## config.mk

```make
export PLATFORM = sky130hd
export DESIGN_NAME = coreTop
export DESIGN_NICKNAME = d
export VERILOG_FILES = /design/src/hdl/coreDefs.sv /design/src/hdl/execBus.sv /design/src/hdl/regFile.sv /design/src/hdl/instDecoder.sv /design/src/hdl/aluUnit.sv /design/src/hdl/branchUnit.sv /design/src/hdl/coreTop.sv
export SDC_FILE = /design/constraint.sdc
export NUM_CORES = 2
export LEC_CHECK = 0
export BUFFER_PORTS_ARGS = -buffer_cell sky130_fd_sc_hd__buf_4
export CORE_AREA = 2 2 365 367
export CTS_CLUSTER_DIAMETER = 80
export DETAILED_ROUTE_END_ITERATION = 16
export DIE_AREA = 0 0 367 369
export MAX_ROUTING_LAYER = met4
export PLACE_DENSITY = 0.78
export REMOVE_ABC_BUFFERS = 1
export SLEW_MARGIN = 20
export SYNTH_ARGS = -nofsm -noshare
export SYNTH_HDL_FRONTEND = slang
export SYNTH_HIERARCHICAL = 1
export SYNTH_SLANG_ARGS = --single-unit
```

## constraint.sdc

```tcl
create_clock -name gclk -period 5.3 [get_ports gclk]
set_clock_uncertainty 0.15 [all_clocks]
set_input_delay 1.06 -clock gclk [delete_from_list [all_inputs] [get_ports gclk]]
set_output_delay 1.06 -clock gclk [all_outputs]
set_load 0.005 [all_outputs]
```

## src/hdl/coreDefs.sv

```systemverilog
////////////////////
// Shared encodings for the three-stage core slice
// Opcodes follow the MicroBlaze major-opcode numbering
// Opcode bit 3 set means the immediate form
// Branch flags live in the ra and rd fields of the branch word
// No loads, stores, shifts or multiplies are encoded
////////////////////

package coreDefs;

   // Register-register arithmetic and logic
   localparam logic [5:0] opcAdd   = 6'h00;
   localparam logic [5:0] opcRsub  = 6'h01;
   localparam logic [5:0] opcOr    = 6'h20;
   localparam logic [5:0] opcAnd   = 6'h21;
   localparam logic [5:0] opcXor   = 6'h22;

   // Immediate variants
   localparam logic [5:0] opcAddi  = 6'h08;
   localparam logic [5:0] opcRsubi = 6'h09;
   localparam logic [5:0] opcOri   = 6'h28;
   localparam logic [5:0] opcAndi  = 6'h29;
   localparam logic [5:0] opcXori  = 6'h2A;

   // Prefix and control flow
   localparam logic [5:0] opcImm   = 6'h2C;
   localparam logic [5:0] opcRtd   = 6'h2D;
   localparam logic [5:0] opcBru   = 6'h26;
   localparam logic [5:0] opcBcc   = 6'h27;
   localparam logic [5:0] opcBrui  = 6'h2E;
   localparam logic [5:0] opcBcci  = 6'h2F;

   // Field bit positions shared by decode, branch and the testbench
   localparam int immFormBit  = 3;
   localparam int bruDelayBit = 4;   // in ra
   localparam int bruAbsBit   = 3;   // in ra
   localparam int bccDelayBit = 4;   // in rd

   typedef struct packed {
      logic [5:0]  opc;
      logic [4:0]  rd;
      logic [4:0]  ra;
      logic [4:0]  rb;
      logic [10:0] func;
   } regFields;

   typedef struct packed {
      logic [5:0]  opc;
      logic [4:0]  rd;
      logic [4:0]  ra;
      logic [15:0] imm;
   } immFields;

   // Same 32 bits, read either way
   typedef union packed {
      regFields regForm;
      immFields immForm;
   } instWord;

   // Condition held in rd[2:0] of a conditional branch
   typedef enum logic [2:0] {
      condEq = 3'd0,
      condNe = 3'd1,
      condLt = 3'd2,
      condLe = 3'd3,
      condGt = 3'd4,
      condGe = 3'd5
   } branchCond;

   // Operand source chosen in decode
   typedef enum logic {
      fwdReg = 1'b0,
      fwdExe = 1'b1
   } fwdSel;

endpackage

```

## src/hdl/execBus.sv

```systemverilog
////////////////////
// One decoded instruction handed from decode to execute
// Operands are already forwarded when they arrive here
// valid low marks a bubble or an annulled slot
////////////////////

interface execBus #(
   parameter int addrWidth = 16
);

   logic                 valid;
   logic [5:0]           opc;
   logic [4:0]           rd;
   logic [4:0]           ra;
   // Forwarded register operands
   logic [31:0]          opA;
   logic [31:0]          opB;
   // Sign-extended or IMM-merged immediate
   logic [31:0]          imm32;
   // Address of this instruction
   logic [addrWidth-1:0] pc;
   logic                 isImmForm;

   // Decode side writes every field
   modport dec (output valid, opc, rd, ra, opA, opB, imm32, pc, isImmForm);

   // Execute side only reads
   modport exe (input valid, opc, rd, ra, opA, opB, imm32, pc, isImmForm);

endinterface

```

## src/hdl/regFile.sv

```systemverilog
////////////////////
// 31 general registers, r0 is hardwired to zero
// Two combinational read ports, one write port
// Writes land at the clock edge and are blocked during reset
// Contents are not cleared by reset
////////////////////

module regFile (
   input  logic        gclk,
   input  logic        grst,
   input  logic        wrEn,
   input  logic [4:0]  wrAddr,
   input  logic [31:0] wrData,
   input  logic [4:0]  rdAddrA,
   input  logic [4:0]  rdAddrB,
   output logic [31:0] rdDataA,
   output logic [31:0] rdDataB
);

   // No storage behind address zero
   logic [31:0] regs [1:31];

   always_ff @(posedge gclk) begin
      if (!grst && wrEn && (wrAddr != 5'd0)) begin
         regs[wrAddr] <= wrData;
      end
   end

   // Port A
   always_comb begin
      if (rdAddrA == 5'd0) begin
         rdDataA = '0;
      end else begin
         rdDataA = regs[rdAddrA];
      end
   end

   // Port B
   always_comb begin
      if (rdAddrB == 5'd0) begin
         rdDataB = '0;
      end else begin
         rdDataB = regs[rdAddrB];
      end
   end

endmodule

```

## src/hdl/instDecoder.sv

```systemverilog
////////////////////
// Decode stage, one instruction per run cycle
// An IMM prefix covers only the next valid instruction
// Forwarding reaches back one instruction, older writes come from the register file
// A word only counts after one fetch has completed since reset
////////////////////

module instDecoder
   import coreDefs::*;
#(
   parameter int addrWidth = 16
) (
   input  logic                 gclk,
   input  logic                 grst,
   input  logic                 run,
   input  logic [31:0]          iData,
   input  logic                 skip,
   input  logic [4:0]           exeRd,
   input  logic                 exeWr,
   input  logic [31:0]          exeResult,
   output logic [4:0]           rdAddrA,
   output logic [4:0]           rdAddrB,
   input  logic [31:0]          rdDataA,
   input  logic [31:0]          rdDataB,
   input  logic [addrWidth-1:0] pcIn,
   execBus.dec                  bus
);

   logic        fetchLive;
   logic        decValid;
   instWord     decWord;
   logic [5:0]  decOpc;
   logic        decImmForm;
   logic [15:0] imm16;
   logic [31:0] immFull;
   logic        immPend;
   logic [15:0] immHi;
   logic        passValid;
   fwdSel       selA;
   logic [31:0] opA;
   fwdSel       selB;
   logic [31:0] opB;

   // Field extraction from the word held in decode
   assign decOpc     = decWord.regForm.opc;
   assign decImmForm = decOpc[immFormBit];
   assign imm16      = decWord.immForm.imm;
   assign rdAddrA    = decWord.regForm.ra;
   assign rdAddrB    = decWord.regForm.rb;

   // Pending IMM supplies the upper half, otherwise sign extension
   assign immFull = immPend ? {immHi, imm16} : {{16{imm16[15]}}, imm16};

   // Take the execute result when it targets a source register
   assign selA = (exeWr && (exeRd == rdAddrA)) ? fwdExe : fwdReg;
   assign selB = (exeWr && (exeRd == rdAddrB)) ? fwdExe : fwdReg;
   assign opA  = (selA == fwdExe) ? exeResult : rdDataA;
   assign opB  = (selB == fwdExe) ? exeResult : rdDataB;

   // Annulled slots still move along, just without effect
   assign passValid = decValid & ~skip;

   always_ff @(posedge gclk) begin
      if (grst) begin
         fetchLive <= 1'b0;
         decValid  <= 1'b0;
         immPend   <= 1'b0;
         bus.valid <= 1'b0;
      end else if (run) begin
         fetchLive <= 1'b1;
         decValid  <= fetchLive;
         bus.valid <= passValid;
         // Prefix state changes only on instructions that really issue
         if (passValid) begin
            immPend <= (decOpc == opcImm);
         end
      end
   end

   // Payload registers, no reset
   always_ff @(posedge gclk) begin
      if (run) begin
         decWord       <= iData;
         bus.opc       <= decOpc;
         bus.rd        <= decWord.regForm.rd;
         bus.ra        <= rdAddrA;
         bus.opA       <= opA;
         bus.opB       <= opB;
         bus.imm32     <= immFull;
         bus.pc        <= pcIn;
         bus.isImmForm <= decImmForm;
         if (passValid && (decOpc == opcImm)) begin
            immHi <= imm16;
         end
      end
   end

endmodule

```

## src/hdl/aluUnit.sv

```systemverilog
////////////////////
// Execute stage arithmetic, logic and branch targets
// result is the ALU value, or the target on a branch
// wrData differs only for a linking branch, which writes its own PC
// wbEn pulses once per run edge that retires a write
////////////////////

module aluUnit
   import coreDefs::*;
#(
   parameter int addrWidth = 16
) (
   input  logic        gclk,
   input  logic        grst,
   input  logic        run,
   execBus.exe         bus,
   output logic [31:0] result,
   output logic [31:0] wrData,
   output logic        wrEn,
   output logic        wbEn,
   output logic [4:0]  wbAddr,
   output logic [31:0] wbData
);

   logic [31:0] operand;
   logic [31:0] pcExt;
   logic        writes;
   logic        isBru;

   // Second operand by form
   assign operand = bus.isImmForm ? bus.imm32 : bus.opB;
   assign pcExt   = {{(32 - addrWidth){1'b0}}, bus.pc};
   assign isBru   = (bus.opc == opcBru) || (bus.opc == opcBrui);

   always_comb begin
      result = '0;
      writes = 1'b0;
      case (bus.opc)
         opcAdd, opcAddi: begin
            result = bus.opA + operand;
            writes = 1'b1;
         end
         // Reverse subtract, b minus a
         opcRsub, opcRsubi: begin
            result = operand - bus.opA;
            writes = 1'b1;
         end
         opcAnd, opcAndi: begin
            result = bus.opA & operand;
            writes = 1'b1;
         end
         opcOr, opcOri: begin
            result = bus.opA | operand;
            writes = 1'b1;
         end
         opcXor, opcXori: begin
            result = bus.opA ^ operand;
            writes = 1'b1;
         end
         // Absolute or PC-relative, rd gets the link
         opcBru, opcBrui: begin
            result = bus.ra[bruAbsBit] ? operand : pcExt + operand;
            writes = 1'b1;
         end
         opcBcc, opcBcci: result = pcExt + operand;
         opcRtd:          result = bus.opA + bus.imm32;
         default:         result = '0;
      endcase
   end

   assign wrData = isBru ? pcExt : result;
   assign wrEn   = bus.valid & writes & (bus.rd != 5'd0);

   // Retire the write to the outside
   always_ff @(posedge gclk) begin
      if (grst) begin
         wbEn <= 1'b0;
      end else begin
         wbEn <= run & wrEn;
      end
   end

   always_ff @(posedge gclk) begin
      if (run && wrEn) begin
         wbAddr <= bus.rd;
         wbData <= wrData;
      end
   end

endmodule

```

## src/hdl/branchUnit.sv

```systemverilog
////////////////////
// Branch decision and PC pipeline
// Branches resolve in execute and redirect the fetch address at once
// A taken branch always drops the wrong-path word behind its follower
// Without the delay flag the follower itself is dropped as well
// Addresses count instruction words
////////////////////

module branchUnit
   import coreDefs::*;
#(
   parameter int addrWidth = 16
) (
   input  logic                 gclk,
   input  logic                 grst,
   input  logic                 run,
   execBus.exe                  bus,
   input  logic [31:0]          result,
   output logic [addrWidth-1:0] iAddr,
   output logic [addrWidth-1:0] pcDec,
   output logic                 skip
);

   logic                 isBru;
   logic                 isBcc;
   logic                 isRtd;
   logic                 opZero;
   logic                 opNeg;
   branchCond            cond;
   logic                 condMet;
   logic                 taken;
   logic                 delay;
   logic                 takenQ;
   logic [addrWidth-1:0] seqAddr;
   logic [addrWidth-1:0] fetchPc;

   // Opcode classes, both forms
   assign isBru = (bus.opc == opcBru) || (bus.opc == opcBrui);
   assign isBcc = (bus.opc == opcBcc) || (bus.opc == opcBcci);
   assign isRtd = (bus.opc == opcRtd);

   // Conditions look only at the forwarded ra value
   assign opZero = (bus.opA == 32'd0);
   assign opNeg  = bus.opA[31];
   assign cond   = branchCond'(bus.rd[2:0]);

   always_comb begin
      case (cond)
         condEq:  condMet = opZero;
         condNe:  condMet = ~opZero;
         condLt:  condMet = opNeg;
         condLe:  condMet = opNeg | opZero;
         condGt:  condMet = ~(opNeg | opZero);
         condGe:  condMet = ~opNeg;
         default: condMet = 1'b0;
      endcase
   end

   // Unconditional and return always go, conditional on the test
   assign taken = bus.valid & (isBru | isRtd | (isBcc & condMet));

   // RTD always has a delay slot
   assign delay = (isBru & bus.ra[bruDelayBit])
                | (isBcc & bus.rd[bccDelayBit])
                | isRtd;

   // Now: drop the follower if undelayed
   // One cycle on: drop the word fetched before the redirect
   assign skip = (taken & ~delay) | takenQ;

   // Redirect in the cycle the branch executes
   assign iAddr = taken ? result[addrWidth-1:0] : seqAddr;

   always_ff @(posedge gclk) begin
      if (grst) begin
         seqAddr <= '0;
         fetchPc <= '0;
         pcDec   <= '0;
         takenQ  <= 1'b0;
      end else if (run) begin
         // Address after the one the memory samples now
         seqAddr <= iAddr + 1'b1;
         // Word now fetching, then word entering decode
         fetchPc <= iAddr;
         pcDec   <= fetchPc;
         takenQ  <= taken;
      end
   end

endmodule

```

## src/hdl/coreTop.sv

```systemverilog
////////////////////
// Three-stage core slice top level
// Instruction memory is external and answers iAddr one run cycle later
// run low freezes the whole pipeline
// wbEn/wbAddr/wbData mirror each register write as it retires
////////////////////

module coreTop #(
   parameter int addrWidth = 16
) (
   input  logic                 gclk,
   input  logic                 grst,
   input  logic                 run,
   output logic [addrWidth-1:0] iAddr,
   input  logic [31:0]          iData,
   output logic                 wbEn,
   output logic [4:0]           wbAddr,
   output logic [31:0]          wbData
);

   logic                 skip;
   logic [4:0]           rdAddrA;
   logic [4:0]           rdAddrB;
   logic [31:0]          rdDataA;
   logic [31:0]          rdDataB;
   logic [31:0]          result;
   logic [31:0]          wrData;
   logic                 wrEn;
   logic [addrWidth-1:0] pcDec;

   // Decode to execute
   execBus #(.addrWidth(addrWidth)) exeBus ();

   instDecoder #(.addrWidth(addrWidth)) u_instDecoder (
      .gclk      (gclk),
      .grst      (grst),
      .run       (run),
      .iData     (iData),
      .skip      (skip),
      .exeRd     (exeBus.rd),
      .exeWr     (wrEn),
      .exeResult (wrData),
      .rdAddrA   (rdAddrA),
      .rdAddrB   (rdAddrB),
      .rdDataA   (rdDataA),
      .rdDataB   (rdDataB),
      .pcIn      (pcDec),
      .bus       (exeBus.dec)
   );

   // Write address comes straight from the execute slot
   regFile u_regFile (
      .gclk    (gclk),
      .grst    (grst),
      .wrEn    (wrEn),
      .wrAddr  (exeBus.rd),
      .wrData  (wrData),
      .rdAddrA (rdAddrA),
      .rdAddrB (rdAddrB),
      .rdDataA (rdDataA),
      .rdDataB (rdDataB)
   );

   aluUnit #(.addrWidth(addrWidth)) u_aluUnit (
      .gclk   (gclk),
      .grst   (grst),
      .run    (run),
      .bus    (exeBus.exe),
      .result (result),
      .wrData (wrData),
      .wrEn   (wrEn),
      .wbEn   (wbEn),
      .wbAddr (wbAddr),
      .wbData (wbData)
   );

   branchUnit #(.addrWidth(addrWidth)) u_branchUnit (
      .gclk   (gclk),
      .grst   (grst),
      .run    (run),
      .bus    (exeBus.exe),
      .result (result),
      .iAddr  (iAddr),
      .pcDec  (pcDec),
      .skip   (skip)
   );

endmodule

```

==> impl_metrics.tcl <==
set metrics [dict create \
    ios 89 \
    required_ns 4.09 \
    critical-path-top-delay-family "compound AO/OA/AOI/OAI gates" \
    hold_viol 0 \
    gr-total-overflow 0 \
    fin_nets 5006 \
    hp-class "reg2reg" \
    end_kind "primary output" \
    crit_buf_inv 4 \
    fin_crit_sh 1.05 \
    register_area_um2 37200 \
    power.total_mw 25.4 \
    p_leak_nw 26.7 \
    crit_top_cell "a21oi_1" \
    syn_avg_cell_area_um2 14.3 \
    syn_to_final_growth_pct 14.9 \
    row_count 133 \
    drcViolationCount 0 \
    synth-warning-count 6 \
    period_needed_ns 5.56 \
    die_area_um2 135000 \
    core-area_um2 131000 \
    arrival_ns 4.35 \
    crit_fanout 10 \
    worstMarginPinSlew_ns 1.08 \
    hold_buffers 0 \
    drtAntennaViolNets 0 \
    netlist_area_um2 65000 \
    clk_pin_slew_ns 0.05 \
    grt_pass1_vias 44500 \
    fill_cells 10200 \
    grt_max_degree 125 \
    ir_drop_uv 268 \
    clock_path_buffers 3 \
    vias 45700 \
    cts_tree "yes" \
    gp_congestion 1.06 \
    htree_levels 4 \
    drv_slew 0 \
    setup_viol 9 \
    grtUsageTotal 0.332 \
    rsz0062_at_grt "yes" \
    die_h_um 369 \
    cts_num_sinks 1256 \
    fmax_mhz 180 \
    crit_chain "nand4_1, or3_4, buf_12, buf_16, nor2_1, a21oi_1, ha_2, a21oi_1, o21ai_1, a31oi_4, o31ai_4, xnor2_1, o22ai_1, a211o_1, mux2i_2, inv_1, buf_4" \
    maxCapViolCount 0 \
    die_w_um 367 \
    initial_core_util 0.496 \
    multi_input_area_um2 26700 \
    violations "setup timing" \
    cp_slowest_stage_delay_ns 0.45 \
    dpl.hpwl_um 143000 \
    timing.final.ws_setup_ns -0.262 \
    vias_per_cell 6.85 \
    tns_ns -1.78 \
    routed_wl_um 223000 \
    io_buffers 88 \
    grt_pass1_wl_um 314000 \
    critPathKind "reg2out" \
    first_pass_iters 6 \
    cts_buffers 133 \
    slowest_stage "ha_2" \
    relSlewSlack 0.280 \
    p_per_area_nw_per_um2 340 \
    drive_gt1_frac 0.266 \
    wl_per_cell_um 33.3 \
    first_iter_violations 6694 \
    antenna_found_initial 4 \
    dp.cells 6368 \
    hold_slack_ns 0.269 \
    fin_cells 6683 \
    start_kind "register" \
    cts-root-buf "clkbuf_16" \
    syn_inst 4554 \
    status "finished, violations left" \
    postLayoutCoreUtil 0.570 \
    clk_latency_ns 0.82 \
]
sequential cells by signal (all words and copies together) (netlist names), 2 cells and up:
signal / flops
u_branchUnit/seqAddr: 16
u_instDecoder/bus.opB: 32
u_instDecoder/bus.rd: 5
u_branchUnit/fetchPc: 16
u_instDecoder/bus.ra: 2
u_instDecoder/bus.pc: 16
u_aluUnit/wbAddr: 5
u_regFile/regs: 992
u_instDecoder/bus.opA: 32
u_aluUnit/wbData: 32
u_branchUnit/pcDec: 16
u_instDecoder/decWord: 32
u_instDecoder/bus.opc: 6
u_instDecoder/immHi: 16
u_instDecoder/bus.imm32: 32
layout by cell type, fill, tap and decap left out, drive strengths merged, types with 15 or more instances in the layout:
cell type,n
a211oi,57
a21o,27
a21oi,218
a221oi,75
a22o,93
a22oi,77
a31oi,52
and2,24
and3,16
buf,433
clkbuf,167
clkinv,54
dfxtp,54
edfxtp,1202
ha,151
inv,125
mux2,249
mux2i,466
mux4,226
nand2,194
nand2b,15
nand3,30
nor2,260
nor2b,23
nor3,84
nor4,24
o211ai,47
o21ai,130
o221ai,30
o22ai,79
xnor2,48
xor2,28
area by class of cell:
cell class	instances	area share
Multi-Input combinational cell	2876	0.357
Inverter	115	0.00578
Antenna cell	4	0.000134
Clock buffer	165	0.0467
Timing Repair Buffer	435	0.0520
Sequential cell	1256	0.498
Tap cell	1755	0.0294
Clock inverter	77	0.0110
metrics by stage:
step / setup slack [ns] / cell area (µm²)
floorplan: -8.84 / 63200
global placement: 0.122 / 69000
detailed placement: 0.0902 / 69100
CTS: -0.284 / 74300
global route: -0.478 / 74700
finish: -0.262 / 74700
final timing paths:
path	from	cells past startpoint	end	slack, ns
max reg2reg	u_instDecoder/bus.opc[3]	15	u_regFile/regs[14][23]	0.18
max	u_instDecoder/bus.opc[3]	17	iAddr[15]	-0.26
min reg2reg	u_instDecoder/decWord[24]	0	u_instDecoder/bus.rd[3]	0.27
min	u_instDecoder/decWord[24]	0	u_instDecoder/bus.rd[3]	0.27
routing by layer:
layer | routed length, µm | track usage | share of wire | vias to the layer above
li1 | - | - | - | 18700
met1 | 79800 | 0.411 | 0.36 | 22800
met2 | 102000 | 0.504 | 0.46 | 3455
met3 | 25500 | 0.0704 | 0.11 | 796
met4 | 15700 | 0.195 | 0.071 | 0
met5 | 0 | - | 0 | -
where the power goes:
part | switching (mW) | internal (mW)
combinational | 2.86 | 1.84
clock | 4.08 | 5.16
sequential | 0.201 | 11.3
repair_timing:
action                     CTS  global route
buffers inserted            52            16
pin swaps                   56            20
resized for setup          113            47
gates cloned                 1             3
setup endpoints to repair   12           107
No activity file was read; power rests on OpenSTA's default activity.
